### config.mk
export PLATFORM = sky130hd
export DESIGN_NAME = rv_core_top
export DESIGN_NICKNAME = d
export VERILOG_FILES = /design/src/logic/rv_core_pkg.sv /design/src/logic/rv_core_top.sv /design/src/logic/cycle_sequencer.sv /design/src/logic/writeback_regfile.sv /design/src/logic/integer_alu.sv /design/src/logic/instr_decoder.sv
export SDC_FILE = /design/constraint.sdc
export NUM_CORES = 2
export LEC_CHECK = 0
export BUFFER_PORTS_ARGS = -buffer_cell sky130_fd_sc_hd__buf_4
export CORE_MARGIN = 3
export CORE_UTILIZATION = 43
export CTS_BUF_LIST = sky130_fd_sc_hd__clkbuf_16
export DETAILED_ROUTE_END_ITERATION = 10
export PLACE_DENSITY_LB_ADDON = 0.12
export SYNTH_ARGS = -nofsm -noshare
export SYNTH_HDL_FRONTEND = slang
export SYNTH_SLANG_ARGS = --single-unit
export TNS_END_PERCENT = 1
### constraint.sdc
create_clock -name clk -period 75.4 [get_ports clk]
set_clock_uncertainty 0.1 [all_clocks]
set_input_delay 15.08 -clock clk [delete_from_list [all_inputs] [get_ports clk]]
set_output_delay 15.08 -clock clk [all_outputs]
set_load 0.02 [all_outputs]
### src/logic/rv_core_pkg.sv
package rv_core_pkg;

	localparam int xlen = 32;

	typedef logic [xlen-1:0] word_t;
	typedef logic [4:0] reg_idx_t;

	// decoded instruction class
	typedef enum logic [3:0] {
		op_alu_reg,
		op_alu_imm,
		op_load,
		op_store,
		op_branch,
		op_jal,
		op_jalr,
		op_lui,
		op_auipc,
		op_illegal
	} opclass_e;

	typedef enum logic [3:0] {
		alu_add,
		alu_sub,
		alu_sll,
		alu_slt,
		alu_sltu,
		alu_xor,
		alu_srl,
		alu_sra,
		alu_or,
		alu_and
	} alu_op_e;

	typedef enum logic [2:0] {
		br_eq,
		br_ne,
		br_lt,
		br_ge,
		br_ltu,
		br_geu
	} branch_op_e;

	typedef enum logic [1:0] {
		wb_alu,
		wb_mem,
		wb_link, // pc + 4
		wb_none
	} wb_sel_e;

	typedef enum logic [2:0] {
		st_fetch,
		st_decode,
		st_execute,
		st_memory,
		st_writeback
	} state_e;

	// rv32i base opcodes
	localparam logic [6:0] opc_op     = 7'b0110011;
	localparam logic [6:0] opc_op_imm = 7'b0010011;
	localparam logic [6:0] opc_load   = 7'b0000011;
	localparam logic [6:0] opc_store  = 7'b0100011;
	localparam logic [6:0] opc_branch = 7'b1100011;
	localparam logic [6:0] opc_jal    = 7'b1101111;
	localparam logic [6:0] opc_jalr   = 7'b1100111;
	localparam logic [6:0] opc_lui    = 7'b0110111;
	localparam logic [6:0] opc_auipc  = 7'b0010111;

	localparam word_t reset_pc  = 32'h0000_0000;
	localparam word_t instr_len = 32'd4;

endpackage
### src/logic/rv_core_top.sv
`timescale 1ns/1ps

module rv_core_top import rv_core_pkg::*; (
	input  logic     clk,
	input  logic     rst,
	output logic     imem_req,
	output word_t    imem_addr,
	input  word_t    imem_rdata,
	output logic     dmem_req,
	output logic     dmem_we,
	output word_t    dmem_addr,
	output word_t    dmem_wdata,
	input  word_t    dmem_rdata,
	output logic     retire_valid,
	output word_t    retire_pc,
	output reg_idx_t retire_rd,
	output logic     retire_we,
	output word_t    retire_wdata
);

	word_t instr, imm, pc;
	word_t rs1_value, rs2_value;
	word_t alu_result, next_pc;
	opclass_e opclass;
	alu_op_e alu_op;
	branch_op_e branch_op;
	wb_sel_e wb_sel;
	reg_idx_t rd, rs1, rs2;
	logic decode_en, execute_en, wb_en;

	cycle_sequencer sequencer_i (
		.clk(clk),
		.rst(rst),
		.imem_req(imem_req),
		.imem_addr(imem_addr),
		.imem_rdata(imem_rdata),
		.instr(instr),
		.opclass(opclass),
		.rs2_value(rs2_value),
		.alu_result(alu_result),
		.next_pc(next_pc),
		.dmem_req(dmem_req),
		.dmem_we(dmem_we),
		.dmem_addr(dmem_addr),
		.dmem_wdata(dmem_wdata),
		.decode_en(decode_en),
		.execute_en(execute_en),
		.wb_en(wb_en),
		.pc(pc),
		.retire_valid(retire_valid),
		.retire_pc(retire_pc)
	);

	instr_decoder decoder_i (
		.clk(clk),
		.rst(rst),
		.decode_en(decode_en),
		.instr(instr),
		.opclass(opclass),
		.alu_op(alu_op),
		.branch_op(branch_op),
		.wb_sel(wb_sel),
		.rd(rd),
		.rs1(rs1),
		.rs2(rs2),
		.imm(imm)
	);

	integer_alu alu_i (
		.clk(clk),
		.rst(rst),
		.execute_en(execute_en),
		.opclass(opclass),
		.alu_op(alu_op),
		.branch_op(branch_op),
		.imm(imm),
		.rs1_value(rs1_value),
		.rs2_value(rs2_value),
		.pc(pc),
		.alu_result(alu_result),
		.next_pc(next_pc)
	);

	writeback_regfile regfile_i (
		.clk(clk),
		.rst(rst),
		.wb_en(wb_en),
		.wb_sel(wb_sel),
		.rd(rd),
		.rs1(rs1),
		.rs2(rs2),
		.alu_result(alu_result),
		.dmem_rdata(dmem_rdata),
		.pc(pc),
		.rs1_value(rs1_value),
		.rs2_value(rs2_value),
		.retire_rd(retire_rd),
		.retire_wdata(retire_wdata),
		.retire_we(retire_we)
	);

endmodule

### src/logic/cycle_sequencer.sv
`timescale 1ns/1ps

module cycle_sequencer import rv_core_pkg::*; (
	input  logic     clk,
	input  logic     rst,
	output logic     imem_req,
	output word_t    imem_addr,
	input  word_t    imem_rdata,
	output word_t    instr,
	input  opclass_e opclass,
	input  word_t    rs2_value,
	input  word_t    alu_result,
	input  word_t    next_pc,
	output logic     dmem_req,
	output logic     dmem_we,
	output word_t    dmem_addr,
	output word_t    dmem_wdata,
	output logic     decode_en,
	output logic     execute_en,
	output logic     wb_en,
	output word_t    pc,
	output logic     retire_valid,
	output word_t    retire_pc
);

	state_e state, state_nxt;
	logic mem_op;

	always_comb begin
		case (state)
			st_fetch: state_nxt = st_decode;
			st_decode: state_nxt = st_execute;
			st_execute: state_nxt = st_memory;
			st_memory: state_nxt = st_writeback;
			st_writeback: state_nxt = st_fetch;
			default: state_nxt = st_writeback; // resync through a fetch
		endcase
	end

	// Reset parks the FSM in writeback with all strobes low, so the
	// first edge after reset moves into fetch with imem_req raised.
	always_ff @(posedge clk or posedge rst) begin
		if (rst) begin
			state <= st_writeback;
			imem_req <= 1'b0;
			decode_en <= 1'b0;
			execute_en <= 1'b0;
			wb_en <= 1'b0;
			pc <= reset_pc;
		end else begin
			state <= state_nxt;
			imem_req <= (state_nxt == st_fetch);
			decode_en <= (state_nxt == st_decode);
			execute_en <= (state_nxt == st_execute);
			wb_en <= (state_nxt == st_writeback);
			if (wb_en)
				pc <= next_pc; // real writeback only
		end
	end

	assign imem_addr = pc;
	// decoder samples the fetched word in the decode cycle
	assign instr = imem_rdata;

	assign mem_op = (opclass == op_load || opclass == op_store) && (alu_result[1:0] == 2'b00);

	assign dmem_req = (state == st_memory) && mem_op;
	assign dmem_we = dmem_req && (opclass == op_store);
	assign dmem_addr = alu_result;
	assign dmem_wdata = rs2_value;

	assign retire_valid = wb_en;
	assign retire_pc = pc;

endmodule

### src/logic/writeback_regfile.sv
`timescale 1ns/1ps

module writeback_regfile import rv_core_pkg::*; (
	input  logic     clk,
	input  logic     rst,
	input  logic     wb_en,
	input  wb_sel_e  wb_sel,
	input  reg_idx_t rd,
	input  reg_idx_t rs1,
	input  reg_idx_t rs2,
	input  word_t    alu_result,
	input  word_t    dmem_rdata,
	input  word_t    pc,
	output word_t    rs1_value,
	output word_t    rs2_value,
	output reg_idx_t retire_rd,
	output word_t    retire_wdata,
	output logic     retire_we
);

	word_t regs [32];
	word_t wb_data;
	logic misaligned;

	assign rs1_value = regs[rs1];
	assign rs2_value = regs[rs2];

	// a load whose address is not word aligned got no data
	assign misaligned = (wb_sel == wb_mem) && (alu_result[1:0] != 2'b00);

	always_comb begin
		case (wb_sel)
			wb_alu: wb_data = alu_result;
			wb_mem: wb_data = dmem_rdata;
			wb_link: wb_data = pc + instr_len;
			default: wb_data = '0;
		endcase
	end

	assign retire_we = (rd != 5'd0) && (wb_sel != wb_none) && !misaligned;
	assign retire_rd = rd;
	assign retire_wdata = wb_data;

	always_ff @(posedge clk or posedge rst) begin
		if (rst) begin
			for (int i = 0; i < 32; i++)
				regs[i] <= '0;
		end else if (wb_en && retire_we) begin
			regs[rd] <= wb_data; // x0 never written
		end
	end

endmodule

### src/logic/integer_alu.sv
`timescale 1ns/1ps

module integer_alu import rv_core_pkg::*; (
	input  logic       clk,
	input  logic       rst,
	input  logic       execute_en,
	input  opclass_e   opclass,
	input  alu_op_e    alu_op,
	input  branch_op_e branch_op,
	input  word_t      imm,
	input  word_t      rs1_value,
	input  word_t      rs2_value,
	input  word_t      pc,
	output word_t      alu_result,
	output word_t      next_pc
);

	word_t op_b;
	word_t fn_out;
	word_t seq_pc;
	logic [4:0] shamt;
	logic taken;

	// register form uses rs2, everything else the immediate
	assign op_b = (opclass == op_alu_reg) ? rs2_value : imm;
	assign shamt = op_b[4:0];
	assign seq_pc = pc + instr_len;

	always_comb begin
		case (alu_op)
			alu_add: fn_out = rs1_value + op_b;
			alu_sub: fn_out = rs1_value - op_b;
			alu_sll: fn_out = rs1_value << shamt;
			alu_slt: fn_out = {31'b0, $signed(rs1_value) < $signed(op_b)};
			alu_sltu: fn_out = {31'b0, rs1_value < op_b};
			alu_xor: fn_out = rs1_value ^ op_b;
			alu_srl: fn_out = rs1_value >> shamt;
			alu_sra: fn_out = $signed(rs1_value) >>> shamt;
			alu_or: fn_out = rs1_value | op_b;
			alu_and: fn_out = rs1_value & op_b;
			default: fn_out = '0;
		endcase
	end

	always_comb begin
		case (branch_op)
			br_eq: taken = rs1_value == rs2_value;
			br_ne: taken = rs1_value != rs2_value;
			br_lt: taken = $signed(rs1_value) < $signed(rs2_value);
			br_ge: taken = $signed(rs1_value) >= $signed(rs2_value);
			br_ltu: taken = rs1_value < rs2_value;
			br_geu: taken = rs1_value >= rs2_value;
			default: taken = 1'b0;
		endcase
	end

	always_ff @(posedge clk or posedge rst) begin
		if (rst) begin
			alu_result <= '0;
			next_pc <= reset_pc;
		end else if (execute_en) begin
			case (opclass)
				op_lui: alu_result <= imm;
				op_auipc: alu_result <= pc + imm;
				default: alu_result <= fn_out; // also the lw/sw address
			endcase

			case (opclass)
				op_branch: next_pc <= taken ? pc + imm : seq_pc;
				op_jal: next_pc <= pc + imm;
				op_jalr: next_pc <= {fn_out[31:1], 1'b0};
				default: next_pc <= seq_pc; // misaligned lw/sw falls through here too
			endcase
		end
	end

endmodule

### src/logic/instr_decoder.sv
`timescale 1ns/1ps

module instr_decoder import rv_core_pkg::*; (
	input  logic       clk,
	input  logic       rst,
	input  logic       decode_en,
	input  word_t      instr,
	output opclass_e   opclass,
	output alu_op_e    alu_op,
	output branch_op_e branch_op,
	output wb_sel_e    wb_sel,
	output reg_idx_t   rd,
	output reg_idx_t   rs1,
	output reg_idx_t   rs2,
	output word_t      imm
);

	logic [6:0] opcode;
	logic [2:0] funct3;
	logic [6:0] funct7;
	word_t imm_i, imm_s, imm_b, imm_j, imm_u;
	word_t imm_nxt;
	opclass_e cls;
	alu_op_e aop;
	branch_op_e bop;
	wb_sel_e wsel;

	function automatic alu_op_e alu_map(input logic [2:0] f3, input logic alt);
		alu_op_e op;
		case (f3)
			3'b000: op = alt ? alu_sub : alu_add;
			3'b001: op = alu_sll;
			3'b010: op = alu_slt;
			3'b011: op = alu_sltu;
			3'b100: op = alu_xor;
			3'b101: op = alt ? alu_sra : alu_srl;
			3'b110: op = alu_or;
			default: op = alu_and;
		endcase
		return op;
	endfunction

	assign opcode = instr[6:0];
	assign funct3 = instr[14:12];
	assign funct7 = instr[31:25];

	assign imm_i = {{20{instr[31]}}, instr[31:20]};
	assign imm_s = {{20{instr[31]}}, instr[31:25], instr[11:7]};
	assign imm_b = {{19{instr[31]}}, instr[31], instr[7], instr[30:25], instr[11:8], 1'b0};
	assign imm_j = {{11{instr[31]}}, instr[31], instr[19:12], instr[20], instr[30:21], 1'b0};
	assign imm_u = {instr[31:12], 12'b0};

	always_comb begin
		cls = op_illegal;
		aop = alu_add; // address and target adds
		bop = br_eq;
		imm_nxt = '0;
		case (opcode)
			opc_op: begin
				if (funct7 == 7'b0000000 ||
				    (funct7 == 7'b0100000 && (funct3 == 3'b000 || funct3 == 3'b101))) begin
					cls = op_alu_reg;
					aop = alu_map(funct3, funct7[5]);
				end
			end
			opc_op_imm: begin
				imm_nxt = imm_i;
				cls = op_alu_imm;
				aop = alu_map(funct3, funct3 == 3'b101 && funct7[5]);
				if (funct3 == 3'b001 && funct7 != 7'b0000000)
					cls = op_illegal;
				if (funct3 == 3'b101 && funct7 != 7'b0000000 && funct7 != 7'b0100000)
					cls = op_illegal;
			end
			opc_load: begin
				imm_nxt = imm_i;
				if (funct3 == 3'b010) cls = op_load; // lw only
			end
			opc_store: begin
				imm_nxt = imm_s;
				if (funct3 == 3'b010) cls = op_store; // sw only
			end
			opc_branch: begin
				imm_nxt = imm_b;
				cls = op_branch;
				case (funct3)
					3'b000: bop = br_eq;
					3'b001: bop = br_ne;
					3'b100: bop = br_lt;
					3'b101: bop = br_ge;
					3'b110: bop = br_ltu;
					3'b111: bop = br_geu;
					default: cls = op_illegal;
				endcase
			end
			opc_jal: begin
				imm_nxt = imm_j;
				cls = op_jal;
			end
			opc_jalr: begin
				imm_nxt = imm_i;
				if (funct3 == 3'b000) cls = op_jalr;
			end
			opc_lui: begin
				imm_nxt = imm_u;
				cls = op_lui;
			end
			opc_auipc: begin
				imm_nxt = imm_u;
				cls = op_auipc;
			end
			default: cls = op_illegal;
		endcase
	end

	always_comb begin
		case (cls)
			op_alu_reg, op_alu_imm, op_lui, op_auipc: wsel = wb_alu;
			op_load: wsel = wb_mem;
			op_jal, op_jalr: wsel = wb_link;
			default: wsel = wb_none; // branches, stores, no-ops
		endcase
	end

	always_ff @(posedge clk or posedge rst) begin
		if (rst) begin
			opclass <= op_illegal;
			alu_op <= alu_add;
			branch_op <= br_eq;
			wb_sel <= wb_none;
			rd <= '0;
			rs1 <= '0;
			rs2 <= '0;
			imm <= '0;
		end else if (decode_en) begin
			opclass <= cls;
			alu_op <= aop;
			branch_op <= bop;
			wb_sel <= wsel;
			rd <= instr[11:7];
			rs1 <= instr[19:15];
			rs2 <= instr[24:20];
			imm <= imm_nxt;
		end
	end

endmodule

# Yosys cells after proc, flatten, opt, wreduce, memory -nomap -nowiden
# Index checks and enable logic that the tools add are counted.
[totals] reg_bits=1187 input_bits=66 output_inout_bits=170
[op_classes] n_addsub=4 order_cmp=10 eq_ne=57 shift=3 muxes=37 bitwise=6 reduce_logical=35
[op_table] operator="1024-bit bitwise mux" n=1
[op_table] operator="32-bit binary-select mux with 5-bit select" n=2
[op_table] operator="32-bit case mux with 10 select lines" n=1
[op_table] operator="32-bit 2-to-1 mux" n=7
[op_table] operator="32-bit case mux with 3 select lines" n=2
[op_table] operator="32-bit demux with 5-bit select" n=1
[op_table] operator="32-bit case mux with 5 select lines" n=1
[op_table] operator="32-bit < comparator" n=4
[op_table] operator="32-bit adder" n=2
[op_table] operator="32-bit >= comparator" n=2
[op_table] operator="32-bit case mux with 2 select lines" n=1
[op_table] operator="4-bit case mux with 7 select lines" n=2
[op_table] operator="4-bit by 3-bit == test with 1-bit output (second input constant)" n=11
[op_table] operator="4-bit case mux with 9 select lines" n=1
[op_table] operator="32-bit by 3-bit adder with 32-bit output (second input constant)" n=1
[op_table] operator="32-bit AND" n=1
[op_table] operator="32-bit == test" n=1
[op_table] operator="4-bit 2-to-1 mux" n=8
[op_table] operator="32-bit != test" n=1
[op_table] operator="32-bit bitwise OR" n=1
[op_table] operator="32-bit by 5-bit left shift with 32-bit output" n=1
[op_table] operator="32-bit by 5-bit >> shifter with 32-bit output" n=1
[op_table] operator="32-bit by 5-bit >>> shifter with 32-bit output" n=1
[op_table] operator="32-bit subtractor" n=1
[op_table] operator="39 further kinds" n=97

# Depth between registers and ports, before layout
[logic_depth] ltp_word=9 depth_mapped=26 mapped_depth_nobuf=20

# By module
# Synthesis repeated with hierarchy kept, for this count alone.
[hier_totals] hier_cells=7535 area_unflattened_um2=75386.1
[by_module_without_submodules] module="writeback_regfile" n_inst=1 cells_per_inst=4735 area_each_um2=53654.0
[by_module_without_submodules] module="integer_alu" n_inst=1 cells_per_inst=2284 area_each_um2=16135.5
[by_module_without_submodules] module="instr_decoder" n_inst=1 cells_per_inst=263 area_each_um2=2921.6
[by_module_without_submodules] module="cycle_sequencer" n_inst=1 cells_per_inst=253 area_each_um2=2675.1

# Least setup slack after synthesis
# Ideal clock, no wire load.
[synth_path] path_kind="input port to output port" startpoint="in dmem_rdata[0]" endpoint="out retire_wdata[0]" arrival_ns=15.761 setup_slack_ns=44.459 path_stages=3 path_buffers=1 path_cell_list="a21oi_1 clkbuf_1 inv_1"
[synth_between] elab_chain_len=1
[synth_rtl] element="start: declaration" line_no="rv_core_top.sv:13" rtl="input word_t dmem_rdata,"
[synth_rtl] element="32-bit case mux with 3 select lines" line_no="writeback_regfile.sv:32" rtl="case (wb_sel)"
[synth_rtl] element="end: declaration" line_no="rv_core_top.sv:18" rtl="output word_t retire_wdata"
# Every way passes these cells.

# Worst setup path after layout
[layout_path] startpoint="in dmem_rdata[3]" endpoint="out retire_wdata[3]"
# The elaborated chain is that of the path after synthesis.

==> tab_implementation.tex <==
\begin{tabular}{lr}
\hline
Metric & Value \\
\hline
\multicolumn{2}{l}{\textbf{Status}} \\
\quad Outcome & finished clean \\
\multicolumn{2}{l}{\textbf{Route}} \\
\quad Violation count after the first detailed-route iteration & 8552 \\
\quad Total wire length & 351000 microns \\
\quad Initial DRT Pass Iterations & 7 \\
\quad DR vias/cell & 6.62 \\
\quad Vias & 66000 \\
\quad Final routed DRC violation total & 0 \\
\quad Routed len/inst & 35.2 microns \\
\quad Routed Antenna Nets & 0 \\
\multicolumn{2}{l}{\textbf{Critical path}} \\
\quad Longest individual stage delay on the worst path & 780 ps \\
\quad Worst setup EP type & primary output \\
\quad Number of buffers and inverters on the critical path & 3 \\
\quad Reg2reg setup slack & 64720 ps \\
\quad Kind of cell with the highest combined delay on the critical path & compound AO/OA/AOI/OAI gates \\
\quad Reg2reg path depth & 18 \\
\quad Critical R2R Launch & decoder\_i.rs1[1]\$\_DFFE\_PP0P\_ \\
\quad Reg-to-reg endpoint & alu\_i.next\_pc[18]\$\_DFFE\_PP0P\_ \\
\quad Cells along the critical path & buf\_4 -> a21oi\_4 -> inv\_1 -> buf\_4 \\
\quad Highest fanout seen on the critical path & 32 \\
\quad Arr. time, crit path & 16500 ps \\
\quad Worst setup path class & in2out \\
\quad CP required & 60220 ps \\
\quad Cell with the largest stage delay on the worst path & sky130\_fd\_sc\_hd\_\_a21oi\_4 \\
\quad Crit path launch type & input port \\
\quad Dominant cell type by count on the critical path & sky130\_fd\_sc\_hd\_\_buf\_4 \\
\multicolumn{2}{l}{\textbf{Clocking}} \\
\quad Num Clock Sinks & 1187 \\
\quad Post-CTS setup repair buffer count & 0 \\
\quad Cell at the root of the clock tree & sky130\_fd\_sc\_hd\_\_clkbuf\_16 \\
\quad Clock tree from TritonCTS & yes \\
\quad Cts bufs inserted & 140 \\
\quad Hold Buf Count CTS & 0 \\
\quad H-tree depth & 4 \\
\quad Clock latency at the later pin of the worst-skew pair & 840 ps \\
\quad Max Buffers Root-to-Sink & 3 \\
\quad PostCTS Resize Cnt & 0 \\
\quad Post-CTS clock slew at the launch and capture registers of the worst setup and hold paths & 60 ps \\
\multicolumn{2}{l}{\textbf{Cells and area}} \\
\quad FILL cells & 16200 \\
\quad Area grow syn2layout & 10.9\% \\
\quad \# nets final & 7785 \\
\quad Utilization of the core after routing & 0.482 \\
\quad Ratio of cells with drive above 1 in the final layout & 0.171 \\
\multicolumn{2}{l}{\textbf{Yosys}} \\
\quad Yosys Warn Count & 0 \\
\quad EDFF count, synth & 0 \\
\quad Synthesized-area fraction occupied by ao, oa, aoi and oai cells & 0.194 \\
\quad Share of the synthesized netlist area taken by xor and xnor gates & 0.00874 \\
\quad Main flop type after synthesis & sky130\_fd\_sc\_hd\_\_dfrtp\_1 \\
\quad Fraction of post-synthesis cell area in the top cell type by area & 0.399 \\
\quad Post-synthesis async set-or-reset flop share & 1.00 \\
\quad Gate count after technology mapping & 7696 \\
\quad Number of synthesized register bits & 1187 \\
\quad Post-Synthesis Cell Area & 0.0741 sq mm \\
\quad Share of synthesized cell area in full adder, half adder and majority cells & 0.0286 \\
\quad Cell type contributing the most total cell area after synthesis & sky130\_fd\_sc\_hd\_\_dfrtp\_1 \\
\quad Mux share of post-synthesis cell area & 0.191 \\
\quad Leading cell types by total area after synthesis & sky130\_fd\_sc\_hd\_\_dfrtp\_1 (40\%), sky130\_fd\_sc\_hd\_\_mux4\_2 (12\%), sky130\_fd\_sc\_hd\_\_a21oi\_1 (8.6\%) \\
\quad Post-Synth Simple-Gate Area & 0.120 \\
\quad Part of the Yosys area used for sequential elements & 0.401 \\
\quad Synthesized net count & 7928 \\
\quad Cell variety after synth & 113 \\
\quad Per-instance average area after synthesis & 9.63 sq um \\
\quad Main combinational cell family by area after synthesis & compound AO/OA/AOI/OAI gates \\
\multicolumn{2}{l}{\textbf{Global route}} \\
\quad Pin count of the biggest net entering global routing & 174 \\
\quad Wire length of the first global-routing pass & 494000 microns \\
\quad Number of antenna violations at the first check in global routing & 12 \\
\quad Vias in the first global route & 62600 \\
\quad Overflow left after global routing & 0 \\
\quad GRT Overall Usage & 0.388 \\
\multicolumn{2}{l}{\textbf{Timing}} \\
\quad Shortest clock period the worst path allows after layout & 31680 ps \\
\quad Worst-margin pin slew & 1290 ps \\
\quad Aggregate negative setup slack & 0 ps \\
\quad Slew HR & 0.132 \\
\quad Maximum achievable frequency & 0.0316 GHz \\
\quad Hold Worst Slack & 296 ps \\
\quad Unrepaired setup endpoints after global routing & no \\
\quad Count of final hold-check violations & 0 \\
\quad Number of max-slew violations in the final report & 0 \\
\quad Share of the clock period used by the worst path & 0.420 \\
\quad Final-report setup violation count & 0 \\
\multicolumn{2}{l}{\textbf{Floorplan}} \\
\quad Height of the die & 421 microns \\
\quad Die X & 421 microns \\
\quad Std cell rows & 151 \\
\quad Number of primary I/O pins & 236 \\
\quad Die outline area & 0.177 sq mm \\
\quad Initial Utilization & 0.435 \\
\quad Placeable core region & 0.170 sq mm \\
\multicolumn{2}{l}{\textbf{Power and ir drop}} \\
\quad Worst vdd ir & 0.0249 mV \\
\quad Cell area power density & 20.0 mW/mm\^{}2 \\
\quad Leakage power total & 0.0313 uW \\
\multicolumn{2}{l}{\textbf{Placed design}} \\
\quad Half-perimeter wire length after placement & 237000 microns \\
\quad Number of buffers inserted by port buffering & 235 \\
\quad Routability cong. & 1.04 \\
\multicolumn{2}{l}{\textbf{Hold path}} \\
\quad Number of instances on the worst hold path & 0 \\
\quad Start point of the worst min-delay path & regfile\_i.regs[1014]\$\_DFFE\_PP0P\_ \\
\quad Min-Delay Path Class & reg2reg \\
\quad Hold Path End & regfile\_i.regs[1014]\$\_DFFE\_PP0P\_ \\
\multicolumn{2}{l}{\textbf{Job}} \\
\quad Max-capacitance violation count & 0 \\
\hline
\end{tabular}
==> cells in the final DEF, fill, tap and decap left out, types with 145 or more instances in the layout <==
cell type                   Yosys  routed
sky130_fd_sc_hd__mux4_2       400     400
sky130_fd_sc_hd__a22oi_1      196     196
sky130_fd_sc_hd__clkbuf_16      0     145
sky130_fd_sc_hd__buf_4         59     455
sky130_fd_sc_hd__nand2_1      290     288
sky130_fd_sc_hd__nor2_1      1316    1280
sky130_fd_sc_hd__mux2i_1      436     427
sky130_fd_sc_hd__o21ai_0      204     204
sky130_fd_sc_hd__a21oi_1     1273    1240
sky130_fd_sc_hd__ha_1         163     163
sky130_fd_sc_hd__inv_1        178     212
sky130_fd_sc_hd__dfrtp_1     1182    1172
==> where the power goes <==
part	internal (uW)	leakage [uW]	switching (uW)
Combinational	97.7	0.0177	193
Sequential	663	0.0114	28.1
Clock	366	0.00225	292
Total	1130	0.0313	514
==> worst register-to-register path, delay by kind of cell (launching register included) <==
kind,cells,cell delay (ps)
AOI/OAI and AO/OA,6,2880
DFF,1,840
and+or+nand+nor,7,3460
muxes,1,340
buffers and inverters,3,2320
adders and majority gates,1,590
==> sequential cells by signal, indices dropped and copies added, names as in the netlist, 2 cells and up <==
register               cells
decoder_i.wb_sel           2
sequencer_i.imem_addr     32
alu_i.next_pc             32
decoder_i.rd               5
sequencer_i.state          3
decoder_i.opclass          4
alu_i.alu_result          32
decoder_i.rs2              5
regfile_i.regs          1024
decoder_i.branch_op        3
decoder_i.rs1              5
decoder_i.imm             32
decoder_i.alu_op           4
==> cells in the mapped netlist (all sizes together), types with 30 or more instances <==
cell	instances
a211oi	78
a21o	72
a21oi	1276
a221oi	51
a22oi	201
a31oi	50
buf	204
clkbuf	542
dfrtp	1182
ha	163
inv	187
mux2	68
mux2i	437
mux4	401
nand2	291
nand3	134
nand4	41
nor2	1318
nor2b	36
nor3	67
nor4	31
o211ai	67
o21ai	213
o22ai	36
o31ai	30
xnor2	42
xor2	32
==> how the worst max path moves through the flow <==
stage             startpoint                               to  cells past startpoint  slack, ps
2_1_floorplan            rst  alu_i.alu_result[0]$_DFFE_PP0P_                      1      26790
3_3_place_gp   dmem_rdata[3]                  retire_wdata[3]                      4      43720
3_5_place_dp   dmem_rdata[3]                  retire_wdata[3]                      4      43750
4_1_cts        dmem_rdata[3]                  retire_wdata[3]                      4      43740
5_1_grt        dmem_rdata[3]                  retire_wdata[3]                      4      43600
6_report       dmem_rdata[3]                  retire_wdata[3]                      4      43720
==> kinds of logic after synthesis <==
kind of cell             Yosys count
AO/OA/AOI/OAI                   2357
XOR/XNOR                          74
adder cells (fa/ha/maj)          168
buffers and inverters            936
flip-flops                      1187
multiplexers                     906
AND/OR/NAND/NOR                 2068
==> per-layer routing <==
metal / vias up / wire (microns) / GRT usage
li1: 27900 / - / -
met1: 33500 / 142000 / 0.531
met2: 3913 / 152000 / 0.570
met3: 788 / 35200 / 0.0919
met4: 4 / 22100 / 0.207
met5: - / 23 / 0
==> metrics by stage <==
step                      setup slack (ps)  total power, uW  cell area, sq um  instances
after floorplan                      26790              868             74100       7696
after global placement               43720              983             77800       9706
after detailed placement             43750              985             77800       9706
after CTS                            43740             1640             82200       9959
after global routing                 43600             1700             82200       9962
final                                43720             1640             82200       9970
==> layout make-up <==
type / count / area (sq um) / share of cell area
Inverter: 190 / 732 / 0.00891
Clock inverter: 108 / 723 / 0.00880
Multi-Input combinational cell: 5573 / 40900 / 0.498
Timing Repair Buffer: 461 / 3540 / 0.0430
Clock buffer: 145 / 3630 / 0.0442
Antenna cell: 11 / 27.5 / 0.000335
Sequential cell: 1187 / 29700 / 0.362
Tap cell: 2295 / 2870 / 0.0349
(Power assumes the default switching activity.)
